[config.mk]
export PLATFORM = sky130hd
export DESIGN_NAME = wb_backplane
export DESIGN_NICKNAME = d
export VERILOG_FILES = /design/src/bus_pkg.sv /design/src/dma_bus_arbiter.sv /design/src/io_page_decoder.sv /design/src/memory_window.sv /design/src/bus_response_mux.sv /design/src/wb_backplane.sv
export SDC_FILE = /design/constraint.sdc
export NUM_CORES = 1
export LEC_CHECK = 0
export ABC_AREA = 1
export BUFFER_PORTS_ARGS = -buffer_cell sky130_fd_sc_hd__buf_2
export CAP_MARGIN = 20
export CORE_AREA = 2 2 125 127
export CTS_BUF_LIST = sky130_fd_sc_hd__clkbuf_16
export DETAILED_ROUTE_END_ITERATION = 12
export DIE_AREA = 0 0 127 129
export GPL_TIMING_DRIVEN = 0
export PLACE_DENSITY_LB_ADDON = 0.25
export SLEW_MARGIN = 25
export SYNTH_ARGS = -nofsm -noshare
export SYNTH_HDL_FRONTEND = slang
export SYNTH_SLANG_ARGS = --single-unit
export TNS_END_PERCENT = 10
[constraint.sdc]
create_clock -name wb_clk -period 2.7 [get_ports wb_clk]
set_input_delay 0.405 -clock wb_clk [delete_from_list [all_inputs] [get_ports wb_clk]]
set_output_delay 0.405 -clock wb_clk [all_outputs]
set_load 0.01 [all_outputs]
[src/bus_pkg.sv]
/*
 * shared bus definitions for the backplane core
 * widths, address map, device bases and the bus owner encoding
 */
package bus_pkg;

   // bus widths
   localparam int ADDR_W   = 16;
   localparam int DATA_W   = 16;
   localparam int SEL_W    = 2;
   localparam int SDRAM_AW = 15;         // word address, byte address >> 1
   localparam int ROM_AW   = 12;         // 4k words of user rom

   //************************************************************************
   // address map
   //************************************************************************
   localparam logic [ADDR_W-1:0] ROM_BASE     = 16'o140000;  // rom 140000-157777
   localparam logic [ADDR_W-1:0] IO_PAGE_BASE = 16'o160000;  // never ram or rom above

   // device bases in the i/o page
   localparam logic [ADDR_W-1:0] UART_BASE = 16'o177560;     // console tt
   localparam logic [ADDR_W-1:0] LPT_BASE  = 16'o177514;     // printer
   localparam logic [ADDR_W-1:0] RK_BASE   = 16'o177400;     // rk11 disk
   localparam logic [ADDR_W-1:0] DW_BASE   = 16'o174000;     // dw hard disk
   localparam logic [ADDR_W-1:0] MY_BASE   = 16'o172140;     // my floppy

   // low address bits ignored per device
   localparam int UART_SPAN = 3;
   localparam int LPT_SPAN  = 2;
   localparam int RK_SPAN   = 4;
   localparam int DW_SPAN   = 5;
   localparam int MY_SPAN   = 2;

   // ram ack lags the sdram ack by this many clocks
   localparam int ACK_DELAY = 2;

   //************************************************************************
   // bus master currently driving the bus
   //************************************************************************
   typedef enum logic [1:0] {
      OWNER_CPU = 2'd0,                  // processor, default owner
      OWNER_RK  = 2'd1,                  // rk11 dma
      OWNER_MY  = 2'd2                   // my dma
   } bus_owner_e;

endpackage

[src/dma_bus_arbiter.sv]
/*
 * bus master arbiter: fixed priority rk, my, cpu
 * owner moves only while no cycle is open; muxes master onto bus, routes ack back
 */
module dma_bus_arbiter import bus_pkg::*; (
   input  logic              wb_clk,
   input  logic              reset_i,
   // processor
   input  logic              cpu_cyc_i,
   input  logic              cpu_stb_i,
   input  logic              cpu_we_i,
   input  logic [ADDR_W-1:0] cpu_adr_i,
   input  logic [DATA_W-1:0] cpu_dat_i,
   input  logic [SEL_W-1:0]  cpu_sel_i,
   // rk11 dma
   input  logic              rk_dma_req_i,
   input  logic              rk_dma_stb_i,
   input  logic              rk_dma_we_i,
   input  logic [ADDR_W-1:0] rk_dma_adr_i,
   input  logic [DATA_W-1:0] rk_dma_dat_i,
   // my dma
   input  logic              my_dma_req_i,
   input  logic              my_dma_stb_i,
   input  logic              my_dma_we_i,
   input  logic [ADDR_W-1:0] my_dma_adr_i,
   input  logic [DATA_W-1:0] my_dma_dat_i,
   input  logic              bus_ack_i,       // combined slave ack
   output bus_owner_e        owner_o,
   // shared bus
   output logic              wb_cyc_o,
   output logic              wb_stb_o,
   output logic              wb_we_o,
   output logic [ADDR_W-1:0] wb_adr_o,
   output logic [DATA_W-1:0] wb_dat_o,
   output logic [SEL_W-1:0]  wb_sel_o,
   // grants and acks back to masters
   output logic              cpu_gnt_o,
   output logic              rk_dma_gnt_o,
   output logic              my_dma_gnt_o,
   output logic              cpu_ack_o,
   output logic              rk_dma_ack_o,
   output logic              my_dma_ack_o
);

   bus_owner_e owner_q;
   bus_owner_e owner_d;

   // next owner, looked at only with the bus idle
   always_comb begin
      owner_d = owner_q;
      if (!wb_cyc_o) begin
         if (rk_dma_req_i)
            owner_d = OWNER_RK;        // rk wins
         else if (my_dma_req_i)
            owner_d = OWNER_MY;
         else
            owner_d = OWNER_CPU;       // no dma, back to cpu
      end
   end

   always_ff @(posedge wb_clk) begin
      if (reset_i)
         owner_q <= OWNER_CPU;
      else
         owner_q <= owner_d;
   end

   //************************************************************************
   // master mux, dma cyc is its request and sel is always the whole word
   //************************************************************************
   always_comb begin
      case (owner_q)
         OWNER_RK: begin
            wb_cyc_o = rk_dma_req_i;
            wb_stb_o = rk_dma_stb_i;
            wb_we_o  = rk_dma_we_i;
            wb_adr_o = rk_dma_adr_i;
            wb_dat_o = rk_dma_dat_i;
            wb_sel_o = '1;
         end
         OWNER_MY: begin
            wb_cyc_o = my_dma_req_i;
            wb_stb_o = my_dma_stb_i;
            wb_we_o  = my_dma_we_i;
            wb_adr_o = my_dma_adr_i;
            wb_dat_o = my_dma_dat_i;
            wb_sel_o = '1;
         end
         default: begin
            wb_cyc_o = cpu_cyc_i;
            wb_stb_o = cpu_stb_i;
            wb_we_o  = cpu_we_i;
            wb_adr_o = cpu_adr_i;
            wb_dat_o = cpu_dat_i;
            wb_sel_o = cpu_sel_i;     // byte writes only from cpu
         end
      endcase
   end

   assign owner_o      = owner_q;
   assign cpu_gnt_o    = (owner_q == OWNER_CPU);
   assign rk_dma_gnt_o = (owner_q == OWNER_RK);
   assign my_dma_gnt_o = (owner_q == OWNER_MY);

   // ack goes to the owner only
   assign cpu_ack_o    = cpu_gnt_o & bus_ack_i;
   assign rk_dma_ack_o = rk_dma_gnt_o & bus_ack_i;
   assign my_dma_ack_o = my_dma_gnt_o & bus_ack_i;

   a_one_grant: assert property (@(posedge wb_clk) disable iff (reset_i)
      $onehot({cpu_gnt_o, rk_dma_gnt_o, my_dma_gnt_o}));

   // an open cycle pins the owner across the next edge
   a_owner_hold: assert property (@(posedge wb_clk) disable iff (reset_i)
      wb_cyc_o |=> $stable(owner_q));

endmodule

[src/io_page_decoder.sv]
/*
 * i/o page decoder
 * one strobe per device from bus address, cyc and stb
 */
module io_page_decoder import bus_pkg::*; (
   input  logic [ADDR_W-1:0] wb_adr_i,
   input  logic              wb_cyc_i,
   input  logic              wb_stb_i,
   output logic              uart_stb_o,
   output logic              lpt_stb_o,
   output logic              rk_stb_o,
   output logic              dw_stb_o,
   output logic              my_stb_o
);

   logic bus_req;

   assign bus_req = wb_cyc_i & wb_stb_i;

   //************************************************************************
   // compare the address above each device span with its base
   //************************************************************************
   assign uart_stb_o = bus_req & ((wb_adr_i >> UART_SPAN) == (UART_BASE >> UART_SPAN)); // 177560-177566
   assign lpt_stb_o  = bus_req & ((wb_adr_i >> LPT_SPAN) == (LPT_BASE >> LPT_SPAN));    // 177514-177516
   assign rk_stb_o   = bus_req & ((wb_adr_i >> RK_SPAN) == (RK_BASE >> RK_SPAN));       // 177400-177416
   assign dw_stb_o   = bus_req & ((wb_adr_i >> DW_SPAN) == (DW_BASE >> DW_SPAN));       // 174000-174036
   assign my_stb_o   = bus_req & ((wb_adr_i >> MY_SPAN) == (MY_BASE >> MY_SPAN));       // 172140-172142

   // the device windows in the package must not overlap
   always_comb begin
      a_one_strobe: assert ($onehot0({uart_stb_o, lpt_stb_o, rk_stb_o, dw_stb_o, my_stb_o}));
   end

endmodule

[src/memory_window.sv]
/*
 * memory window: ram below 140000, user rom 140000-157777
 * sdram requests and byte masks, ram and rom ack timing
 */
module memory_window import bus_pkg::*; (
   input  logic                wb_clk,
   input  logic                reset_i,
   input  logic [ADDR_W-1:0]   wb_adr_i,
   input  logic                wb_cyc_i,
   input  logic                wb_stb_i,
   input  logic                wb_we_i,
   input  logic [SEL_W-1:0]    wb_sel_i,
   input  logic                sdram_wr_ack_i,
   input  logic                sdram_rd_ack_i,
   output logic                ram_sel_o,
   output logic                rom_sel_o,
   output logic                sdram_wr_req_o,
   output logic                sdram_rd_req_o,
   output logic [SDRAM_AW-1:0] sdram_addr_o,
   output logic [SEL_W-1:0]    sdram_dqm_o,
   output logic                ram_ack_o,
   output logic                rom_ack_o,
   output logic [ROM_AW-1:0]   rom_addr_o
);

   logic                 bus_req;
   logic                 ram_hold;      // ram strobe held, not yet acked
   logic                 rom_hold;      // rom read held, not yet acked
   logic [ACK_DELAY-1:0] ram_ack_sr;
   logic [1:0]           rom_ack_sr;

   assign bus_req   = wb_cyc_i & wb_stb_i;
   assign ram_sel_o = bus_req & (wb_adr_i < ROM_BASE);
   assign rom_sel_o = bus_req & (wb_adr_i >= ROM_BASE) & (wb_adr_i < IO_PAGE_BASE);

   // sdram side
   assign sdram_wr_req_o = ram_sel_o & wb_we_i;
   assign sdram_rd_req_o = ram_sel_o & ~wb_we_i;
   assign sdram_addr_o   = wb_adr_i[ADDR_W-1:1];        // byte -> word address
   assign sdram_dqm_o    = wb_we_i ? ~wb_sel_i : '0;    // reads always whole word
   assign rom_addr_o     = wb_adr_i[ROM_AW:1];

   //************************************************************************
   // ack shaping
   //************************************************************************
   assign ram_hold = ram_sel_o & ~ram_ack_o;
   assign rom_hold = rom_sel_o & ~wb_we_i & ~rom_ack_o;  // rom writes never acked

   always_ff @(posedge wb_clk) begin
      if (reset_i) begin
         ram_ack_sr <= '0;
         rom_ack_sr <= '0;
      end else begin
         ram_ack_sr[0] <= ram_hold & (sdram_wr_ack_i | sdram_rd_ack_i);
         for (int i = 1; i < ACK_DELAY; i++)
            ram_ack_sr[i] <= ram_hold & ram_ack_sr[i-1];   // drops if strobe goes away
         rom_ack_sr[0] <= rom_hold;
         rom_ack_sr[1] <= rom_hold & rom_ack_sr[0];
      end
   end

   assign ram_ack_o = ram_sel_o & ram_ack_sr[ACK_DELAY-1];
   assign rom_ack_o = rom_sel_o & ~wb_we_i & rom_ack_sr[1];   // 2 clocks after strobe

   a_one_window: assert property (@(posedge wb_clk) disable iff (reset_i)
      !(ram_sel_o && rom_sel_o));

endmodule

[src/bus_response_mux.sv]
/*
 * response combiner: or of all slave acks
 * read data or-ed per slave, gated by its select
 */
module bus_response_mux import bus_pkg::*; (
   input  logic              ram_sel_i,
   input  logic              rom_sel_i,
   input  logic              ram_ack_i,
   input  logic              rom_ack_i,
   input  logic [DATA_W-1:0] ram_dat_i,
   input  logic [DATA_W-1:0] rom_dat_i,
   input  logic              uart_stb_i,
   input  logic              lpt_stb_i,
   input  logic              rk_stb_i,
   input  logic              dw_stb_i,
   input  logic              my_stb_i,
   input  logic              uart_ack_i,
   input  logic              lpt_ack_i,
   input  logic              rk_ack_i,
   input  logic              dw_ack_i,
   input  logic              my_ack_i,
   input  logic [DATA_W-1:0] uart_dat_i,
   input  logic [DATA_W-1:0] lpt_dat_i,
   input  logic [DATA_W-1:0] rk_dat_i,
   input  logic [DATA_W-1:0] dw_dat_i,
   input  logic [DATA_W-1:0] my_dat_i,
   output logic              bus_ack_o,
   output logic [DATA_W-1:0] rd_dat_o
);

   // any slave may finish the cycle
   assign bus_ack_o = ram_ack_i | rom_ack_i | uart_ack_i | lpt_ack_i
                    | rk_ack_i | dw_ack_i | my_ack_i;

   // unselected slaves read as zero
   assign rd_dat_o = ({DATA_W{ram_sel_i}}  & ram_dat_i)
                   | ({DATA_W{rom_sel_i}}  & rom_dat_i)
                   | ({DATA_W{uart_stb_i}} & uart_dat_i)
                   | ({DATA_W{lpt_stb_i}}  & lpt_dat_i)
                   | ({DATA_W{rk_stb_i}}   & rk_dat_i)
                   | ({DATA_W{dw_stb_i}}   & dw_dat_i)
                   | ({DATA_W{my_stb_i}}   & my_dat_i);

endmodule

[src/wb_backplane.sv]
/*
 * backplane core: arbiter, memory window, i/o page decoder, response combiner
 */
module wb_backplane import bus_pkg::*; (
   input  logic                wb_clk,
   input  logic                reset_i,
   // masters
   input  logic                cpu_cyc_i,
   input  logic                cpu_stb_i,
   input  logic                cpu_we_i,
   input  logic [ADDR_W-1:0]   cpu_adr_i,
   input  logic [DATA_W-1:0]   cpu_dat_i,
   input  logic [SEL_W-1:0]    cpu_sel_i,
   input  logic                rk_dma_req_i,
   input  logic                rk_dma_stb_i,
   input  logic                rk_dma_we_i,
   input  logic [ADDR_W-1:0]   rk_dma_adr_i,
   input  logic [DATA_W-1:0]   rk_dma_dat_i,
   input  logic                my_dma_req_i,
   input  logic                my_dma_stb_i,
   input  logic                my_dma_we_i,
   input  logic [ADDR_W-1:0]   my_dma_adr_i,
   input  logic [DATA_W-1:0]   my_dma_dat_i,
   output bus_owner_e          owner_o,
   output logic                cpu_gnt_o,
   output logic                rk_dma_gnt_o,
   output logic                my_dma_gnt_o,
   output logic                cpu_ack_o,
   output logic                rk_dma_ack_o,
   output logic                my_dma_ack_o,
   // shared bus toward slaves
   output logic [ADDR_W-1:0]   wb_adr_o,
   output logic [DATA_W-1:0]   wb_dat_o,
   output logic                wb_we_o,
   output logic [SEL_W-1:0]    wb_sel_o,
   output logic [DATA_W-1:0]   rd_dat_o,     // read data to all masters
   // i/o page devices
   output logic                uart_stb_o,
   output logic                lpt_stb_o,
   output logic                rk_stb_o,
   output logic                dw_stb_o,
   output logic                my_stb_o,
   input  logic                uart_ack_i,
   input  logic                lpt_ack_i,
   input  logic                rk_ack_i,
   input  logic                dw_ack_i,
   input  logic                my_ack_i,
   input  logic [DATA_W-1:0]   uart_dat_i,
   input  logic [DATA_W-1:0]   lpt_dat_i,
   input  logic [DATA_W-1:0]   rk_dat_i,
   input  logic [DATA_W-1:0]   dw_dat_i,
   input  logic [DATA_W-1:0]   my_dat_i,
   // sdram and rom
   output logic                sdram_wr_req_o,
   output logic                sdram_rd_req_o,
   output logic [SDRAM_AW-1:0] sdram_addr_o,
   output logic [SEL_W-1:0]    sdram_dqm_o,
   input  logic                sdram_wr_ack_i,
   input  logic                sdram_rd_ack_i,
   output logic [ROM_AW-1:0]   rom_addr_o,
   input  logic [DATA_W-1:0]   ram_dat_i,
   input  logic [DATA_W-1:0]   rom_dat_i
);

   logic wb_cyc;
   logic wb_stb;
   logic bus_ack;       // or of all slave acks
   logic ram_sel;
   logic rom_sel;
   logic ram_ack;
   logic rom_ack;

   //************************************************************************
   // bus master side
   //************************************************************************
   dma_bus_arbiter u_arbiter (
      .wb_clk       (wb_clk),
      .reset_i      (reset_i),
      .cpu_cyc_i    (cpu_cyc_i),
      .cpu_stb_i    (cpu_stb_i),
      .cpu_we_i     (cpu_we_i),
      .cpu_adr_i    (cpu_adr_i),
      .cpu_dat_i    (cpu_dat_i),
      .cpu_sel_i    (cpu_sel_i),
      .rk_dma_req_i (rk_dma_req_i),
      .rk_dma_stb_i (rk_dma_stb_i),
      .rk_dma_we_i  (rk_dma_we_i),
      .rk_dma_adr_i (rk_dma_adr_i),
      .rk_dma_dat_i (rk_dma_dat_i),
      .my_dma_req_i (my_dma_req_i),
      .my_dma_stb_i (my_dma_stb_i),
      .my_dma_we_i  (my_dma_we_i),
      .my_dma_adr_i (my_dma_adr_i),
      .my_dma_dat_i (my_dma_dat_i),
      .bus_ack_i    (bus_ack),
      .owner_o      (owner_o),
      .wb_cyc_o     (wb_cyc),
      .wb_stb_o     (wb_stb),
      .wb_we_o      (wb_we_o),
      .wb_adr_o     (wb_adr_o),
      .wb_dat_o     (wb_dat_o),
      .wb_sel_o     (wb_sel_o),
      .cpu_gnt_o    (cpu_gnt_o),
      .rk_dma_gnt_o (rk_dma_gnt_o),
      .my_dma_gnt_o (my_dma_gnt_o),
      .cpu_ack_o    (cpu_ack_o),
      .rk_dma_ack_o (rk_dma_ack_o),
      .my_dma_ack_o (my_dma_ack_o)
   );

   //************************************************************************
   // address map, both halves look at the same bus
   //************************************************************************
   memory_window u_mem_window (
      .wb_clk         (wb_clk),
      .reset_i        (reset_i),
      .wb_adr_i       (wb_adr_o),
      .wb_cyc_i       (wb_cyc),
      .wb_stb_i       (wb_stb),
      .wb_we_i        (wb_we_o),
      .wb_sel_i       (wb_sel_o),
      .sdram_wr_ack_i (sdram_wr_ack_i),
      .sdram_rd_ack_i (sdram_rd_ack_i),
      .ram_sel_o      (ram_sel),
      .rom_sel_o      (rom_sel),
      .sdram_wr_req_o (sdram_wr_req_o),
      .sdram_rd_req_o (sdram_rd_req_o),
      .sdram_addr_o   (sdram_addr_o),
      .sdram_dqm_o    (sdram_dqm_o),
      .ram_ack_o      (ram_ack),
      .rom_ack_o      (rom_ack),
      .rom_addr_o     (rom_addr_o)
   );

   io_page_decoder u_io_decoder (
      .wb_adr_i   (wb_adr_o),
      .wb_cyc_i   (wb_cyc),
      .wb_stb_i   (wb_stb),
      .uart_stb_o (uart_stb_o),
      .lpt_stb_o  (lpt_stb_o),
      .rk_stb_o   (rk_stb_o),
      .dw_stb_o   (dw_stb_o),
      .my_stb_o   (my_stb_o)
   );

   // response path back to the arbiter
   bus_response_mux u_resp_mux (
      .ram_sel_i  (ram_sel),
      .rom_sel_i  (rom_sel),
      .ram_ack_i  (ram_ack),
      .rom_ack_i  (rom_ack),
      .ram_dat_i  (ram_dat_i),
      .rom_dat_i  (rom_dat_i),
      .uart_stb_i (uart_stb_o),
      .lpt_stb_i  (lpt_stb_o),
      .rk_stb_i   (rk_stb_o),
      .dw_stb_i   (dw_stb_o),
      .my_stb_i   (my_stb_o),
      .uart_ack_i (uart_ack_i),
      .lpt_ack_i  (lpt_ack_i),
      .rk_ack_i   (rk_ack_i),
      .dw_ack_i   (dw_ack_i),
      .my_ack_i   (my_ack_i),
      .uart_dat_i (uart_dat_i),
      .lpt_dat_i  (lpt_dat_i),
      .rk_dat_i   (rk_dat_i),
      .dw_dat_i   (dw_dat_i),
      .my_dat_i   (my_dat_i),
      .bus_ack_o  (bus_ack),
      .rd_dat_o   (rd_dat_o)
   );

endmodule

==> metrics.md, run 1 <==
| Metric | Value |
|---|---|
| Crit Path Max Fanout | 9 |
| HP Start | reset_i |
| I/O Buffers | 322 |
| 1st-pass router iterations | 4 |
| Row cnt | 45 |
| Worst slew margin | 0.676 |
| Total chip power | approximately 1.9 mW |
| I/O pin cnt | 323 |
| Status | finished with violations |
| Clock Sink Count | 6 |
| Largest net degree at the start of global routing | 11 |
| Clk pwr share | 0.130 |
| Crit path arrival time | 2450 ps |
| R2R cell count | 13 |
| DRC Markers | 0 |
| Final #Nets | roughly 1200 |
| Hold path depth | 2 |
| 1st-iter DRT viols | 135 |
| CTS H-tree lvls | 1 |
| Slowest stage cell, crit path | dfxtp_4 |
| RSZ-0062 raised after global routing | yes |
| CP dominant cell by count | nand2_2 |
| Via Count | 5006 |
| HP Class | input port to flop |
| Syn Std Cell Area | 0.00310 mm^2 |
| Logic pwr share | 0.819 |
| Slowest Stage Delay on Critical Path | 360 ps |
| Clock Path Buffers | 2 |
| Routability congestion estimate | 0.851 |
| CTS root buf | clkbuf_16 |
| Post-route setup slack | -157 ps |
| Commonest non-fill, non-tap cell in the layout | buf_2 |
| Slew @ Worst Pin | 486 ps |
| R2R Setup Slk | approximately 640 ps |
| Total die area | 0.0164 mm^2 |
| Layout cells sized above 1 | 0.574 |
| Worst setup EP type | output pin |
| Post-Synth Adder-Cell Area | 0.0121 |
| Crit path kind | flop to output pin |
| Most frequent cells in the layout | buf_2 (322), nand2_1 (155), nor2_1 (63) |
| Sw Share | 0.482 |
| Starting Density | 0.207 |
| Synth area leaders | nand2_1 (22%), nor2_1 (10%), nand3_1 (9.0%), buf_4 (8.2%), inv_1 (6.5%) |
| Min Tclk post-route | roughly 2900 ps |
| Sequential share of power | 0.051 |
| Ys Warns | 0 |
| Post-Place Worst Slack | -276 ps |
| Area of the multi-input gates | ~0.0027 mm^2 |
| Share of the synthesized area in the top cell type | 0.223 |
| Flop and latch count out of synthesis | 6 |
| Required time of the critical path | about 2300 ps |
| DIE WIDTH | roughly 130 um |
| Worst Skew | 1.70 ps |
| Max-cap violations | 0 |
| Hold Path Sink | u_arbiter.owner_o[1] |
| Crit share post-route | 1.06 |
| Area grow syn2layout | 92.5% |
| Vias/cell | 4.38 |
| Post-synthesis compound-gate area fraction | 0.0763 |
| Sequential cell area | 125 um^2 |
| Mux cell area share after synthesis | 0 |
| CTS tree | done |
| Final setup vio count | 21 |
| Net Count, Synth | 819 |
| Post-DP HPWL | 13900 um |
| Worst R2R End | u_mem_window.ram_ack_sr[0] |
| DR WL/cell | 14.9 um |
| Num CTS Buffers | 3 |
| Congestion Overflow GR | 0 |
| Dominant cell type by area after synthesis | nand2_1 |
| Final Hold Fails | 0 |
| Worst r2r src | u_arbiter.owner_o[1] |
| Vias in the first global route | between 4000 and 5000 |
| Fillers | 1744 |
| PwrDens | 322 mW/mm^2 |
| Synthesized area per cell | 5.27 um^2 |
| Startpoint Class | flop |
| Clock-pin slew on the worst setup and hold paths | 40 ps |
| Synth Area in Simple Gates | 0.651 |
| Sw Pwr | 926 uW |
| Antenna violations before repair | 1 |
| Slew Viols, Final | 0 |
| XOR/XNOR share of the synthesized area | 0 |
| Synth cell types | 35 |
| Cell Int Power | 995 uW |
| Die Height | 129 um |
| Drt total wl | 17000 um |
| Sequential-to-total area share from yosys stat | 0.0388 |
| Post-layout util | 0.398 |
| Final setup TNS | -1780 ps |
| Leak | 3.54 nW |
| Gate Count Post-Synth | approximately 590 |
| Hold WS | 397 ps |
| Peak VDD IR | 0.338 mV |
| Main combinational cell family by area after synthesis | simple AND/OR/NAND/NOR gates |
| GRT Overall Usage | 0.188 |
| First-pass GRT wire length | 24300 um |
| Failing checks | negative setup slack |
| Core box area | 0.0150 mm^2 |
| Fmax | 0.350 GHz |
| Worst-path cell chain | inv_4, ha_4, buf_8, or2_1, nand2_2, nor2_4, nand2_2, nor2_4, buf_6, nand3_1, nand2_2, nor2_1, nand2_1, buf_2 |
| Final ANT Viol Nets | 0 |
| Clk_lat worst skew | 240 ps |
state kept, by name (all words and copies together), names as in the netlist:
signal                   count
u_mem_window.rom_ack_sr      2
u_mem_window.ram_ack_sr      2
u_arbiter.owner_o            2
area by class of cell:
| cell class | instances | area share |
|---|---|---|
| plain buffers | 55 | 0.0843 |
| diodes | 1 | 0.000419 |
| flip-flops and latches | 6 | 0.0210 |
| multi-input cells | 458 | 0.451 |
| clock buffers | 3 | 0.0126 |
| well taps | 188 | 0.0394 |
| repair buffers | 364 | 0.346 |
| inverters | 67 | 0.0459 |
power by group through the flow:
stage | combinational, mW | clock [mW] | sequential, mW
after global placement | 1.34 | 0 | 0.0971
after floorplan | 0.788 | 0 | 0.0980
after CTS | 1.47 | 0.252 | 0.0963
after detailed placement | 1.34 | 0 | 0.0972
final | 1.57 | 0.250 | 0.0977
after global routing | 1.72 | 0.258 | 0.0981
cell usage after synthesis:
master / number
nand2_1: 184
nor2_1: 84
nand3_1: 56
inv_1: 54
a21oi_1: 38
buf_4: 34
nand4_1: 16
buf_6: 12
nand2_2: 10
nor3_2: 10
nor3_1: 9
clkinv_1: 8
nand2_4: 7
dfxtp_1: 6
nor2_4: 6
clkbuf_1: 5
or2_1: 5
or2_2: 5
inv_2: 4
nand3_2: 4
nor2_8: 4
a21boi_1: 3
buf_1: 3
buf_2: 3
ha_1: 3
nor2_2: 3
and2_1: 2
nand3_4: 2
nor4_1: 2
a211oi_1: 1
a22o_1: 1
clkinv_2: 1
o21a_1: 1
or2_0: 1
or2_4: 1
critical path, delay by kind of cell (launching register included):
family | cells | cell delay, ps
and+or+nand+nor | 9 | 980
buffers and inverters | 4 | 490
DFF | 1 | 360
adders and majority gates | 1 | 350
how the worst max path moves through the flow:
stage	start	endpoint	slack [ps]
floorplan	u_arbiter.owner_o[0]	rd_dat_o[5]	200
global placement	u_arbiter.owner_o[0]	rd_dat_o[6]	-270
detailed placement	u_arbiter.owner_o[1]	rd_dat_o[6]	-280
CTS	u_arbiter.owner_o[0]	rd_dat_o[1]	-210
global route	u_arbiter.owner_o[1]	rd_dat_o[9]	-250
finish	u_arbiter.owner_o[0]	rd_dat_o[7]	-160
stage by stage:
step,std cells,cell area (um^2)
after global placement,1098,4950
after floorplan,588,3100
after CTS,1125,5490
after detailed placement,1098,4950
after global routing,1142,5970
final,1142,5970
layer usage:
layer / vias up / global-route usage / wire length (um)
met5: - / 0 / 0
met4: 0 / 0.0394 / 327
met3: 23 / 0.0403 / 1410
met2: 243 / 0.380 / 9280
met1: 2196 / 0.198 / 5990
li1: 2544 / - / -
cells by family (layout without fill, tap and decap cells):
kind of cell / count (synthesis) / in the layout
AND/OR/NAND/NOR: 411 / 411
buffers and inverters: 124 / 489
AO/OA/AOI/OAI: 44 / 44
flip-flops: 6 / 6
adder cells (fa/ha/maj): 3 / 3
other: 0 / 1
timing repair:
action / in CTS / in global routing
gates cloned: 2 / 3
setup buffers: 22 / 15
gates resized for setup: 80 / 70
setup endpoints to repair: 42 / 34
pin swaps: 15 / 31
hold buffers: 0 / 0
Note: power is estimated with default switching activity, not from simulation.
==> run 2: changes to the inputs <==
Settings changed: REMOVE_ABC_BUFFERS set to 1, SLEW_MARGIN 25 to unset.
Clock period 2.7 ns to 2.3 ns, I/O delays scaled along.
==> metrics.md, run 2 (synthesis gave the netlist of run 1 again) <==
| Metric | Value |
|---|---|
| Status | finished with violations |
| Failing checks | negative setup slack |
| Worst setup EP type | output pin |
| Final ANT Viol Nets | 0 (unchanged) |
| Post-route setup slack | -515 ps (-357 ps) |
| Crit path depth | 15 (+1) |
| Critical path's top delay family | simple AND/OR/NAND/NOR gates |
| Starting Density | 0.207 (unchanged) |
| CP dominant cell by count | nand2_1 |
| DRC Markers | 0 (unchanged) |
| Vias/cell | 4.27 (-2.6%) |
| Worst R2R End | u_mem_window.rom_ack_sr[1] |
| CP Buf/Inv Count | 5 (+1) |
| GRT Overall Usage | 0.177 (-0.0107) |
| CTS tree | done |
| Crit path kind | flop to output pin |
| Max-cap violations | 0 (unchanged) |
| Leak | 3.21 nW (-9.2%) |
| Placed instance area | 0.00459 mm^2 (-7.2%) |
| Vias in the first global route | 4315 (-9.5%) |
| Final #Nets | 1128 (-4.9%) |
| CTS root buf | clkbuf_16 |
| HP Start | sdram_wr_ack_i |
| Layout cells sized above 1 | 0.521 (-0.0533) |
| HP Class | input port to flop |
| Post-DP HPWL | 11700 um (-16%) |
| Worst-path cell chain | inv_6, ha_4, buf_12, buf_4, or2_1, nand2_2, nor2_1, nand2_1, nor2_4, buf_12, nand3_1, nand2_1, nor2_2, nand2_1, buf_2 |
| RSZ-0062 raised after global routing | yes |
| Crit share post-route | 1.22 |
| Post-layout instance area | 0.00551 mm^2 (-7.6%) |
| Crit path arrival time | 2470 ps (+20 ps) |
| Area grow syn2layout | 77.9% |
| Slew @ Worst Pin | 564 ps (+77.4 ps) |
| Commonest non-fill, non-tap cell in the layout | buf_2 |
| Clock Sink Count | 6 (unchanged) |
| DR WL/cell | 14.6 um (-2.1%) |
| Antenna violations before repair | 2 (+1) |
| Routability congestion estimate | 0.833 (-2.1%) |
| Num CTS Buffers | 3 (unchanged) |
| Hold WS | 346 ps (-51.1 ps) |
| Required time of the critical path | 1960 ps (-340 ps) |
| Startpoint Class | flop |
| Final setup vio count | 26 (+24%) |
| First-pass GRT wire length | 23300 um (-4.5%) |
| Clock-pin slew on the worst setup and hold paths | 30 ps (about the same) |
| Post-CTS Hold Buffers | 0 (unchanged) |
| I/O Buffers | 322 (unchanged) |
| Non-Filler Instances | 1084 (-5.1%) |
| Clk_lat worst skew | 230 ps (about the same) |
| Largest net degree at the start of global routing | 29 (+18) |
| Via Count | 4629 (-7.5%) |
| Worst slew margin | 0.624 (-0.0520) |
| Row cnt | 45 (unchanged) |
| Drt total wl | 15800 um (-7.1%) |
| Peak VDD IR | 0.405 mV (+20%) |
| R2R Setup Slk | 270 ps (-370 ps) |
| 1st-iter DRT viols | 234 (+73%) |
| Min Tclk post-route | 2810 ps |
| Fillers | 1746 (+0.11%) |
| Final Hold Fails | 0 (unchanged) |
| I/O pin cnt | 323 (unchanged) |
| Worst r2r src | u_arbiter.owner_o[0] |
| Slowest stage cell, crit path | dfxtp_4 |
| Hold Path Sink | u_mem_window.ram_ack_sr[0] |
| Slew Viols, Final | 0 (unchanged) |
| Total die area | 0.0164 mm^2 (unchanged) |
| Clock Path Buffers | 2 (unchanged) |
| DIE WIDTH | 127 um (unchanged) |
| Die Height | 129 um (unchanged) |
| Final setup TNS | -10930 ps (-9140 ps) |
| PwrDens | 383 mW/mm^2 (+19%) |
| Worst Skew | 1.84 ps (+0.139 ps) |
| Crit Path Max Fanout | 16 (+7) |
| Slowest Stage Delay on Critical Path | 380 ps (+20 ps) |
| Fmax | 0.355 GHz |
| 1st-pass router iterations | 6 (+2) |
| Most frequent cells in the layout | buf_2 (320), nand2_1 (172), nor2_1 (80) |
| CTS H-tree lvls | 1 (unchanged) |
| DP Cell Count | 1044 (-4.9%) |
| Congestion Overflow GR | 0 (unchanged) |
| Core box area | 0.0150 mm^2 (unchanged) |
| R2R cell count | 12 (-1) |
| Hold path depth | 3 (+1) |
| Post-layout util | 0.368 (-0.0302) |
-- run 2: repair_timing --
action	CTS	global route
cloned	5	1
resized for setup	53	28
setup buffers	26	4
pin swaps	21	14
setup endpoints to repair	86	26
-- run 2: worst max-delay path by stage --
stage,from,to,slack (ps)
global placement,u_arbiter.owner_o[0],rd_dat_o[7],-2480
CTS,u_arbiter.owner_o[0],rd_dat_o[13],-480
floorplan,u_arbiter.owner_o[0],rd_dat_o[0],-1110
global route,u_arbiter.owner_o[0],rd_dat_o[9],-630
finish,u_arbiter.owner_o[0],rd_dat_o[7],-510
detailed placement,u_arbiter.owner_o[0],rd_dat_o[8],-1450
-- run 2: cell type report --
type / count / area (um^2) / area share
Multi-Input combinational cell: 460 / 2590 / 0.470
Timing Repair Buffer: 359 / 2190 / 0.397
Inverter: 67 / 295 / 0.0536
Tap cell: 188 / 235 / 0.0427
Sequential cell: 6 / 128 / 0.0231
Clock buffer: 3 / 75.1 / 0.0136
Antenna cell: 1 / 2.50 / 0.000454
-- run 2: where the power goes --
group          internal, mW  switching (mW)  leakage (nW)
sequential            0.109         0.00606        0.0501
clock                 0.223          0.0588        0.0370
combinational         0.745           0.967          3.12
total                  1.08            1.03          3.21
-- run 2: metrics by stage --
step | power [mW] | setup slack, ps
global route | 2.28 | -630
floorplan | 0.856 | -1110
global placement | 1.46 | -2480
finish | 2.11 | -515
detailed placement | 1.49 | -1450
CTS | 2.09 | -485
-- run 2: worst min-delay path, delay by kind of cell --
kind	cells	cell delay (ps)
simple gates	2	120
buf+inv	1	70
-- run 2: metal layers --
metal | global-route usage | vias up | routed length [um]
met1 | 0.247 | 2013 | 7020
li1 | - | 2434 | -
met3 | 0.0162 | 19 | 818
met4 | 0.0278 | 0 | 232
met2 | 0.303 | 163 | 7730
met5 | 0 | - | 0
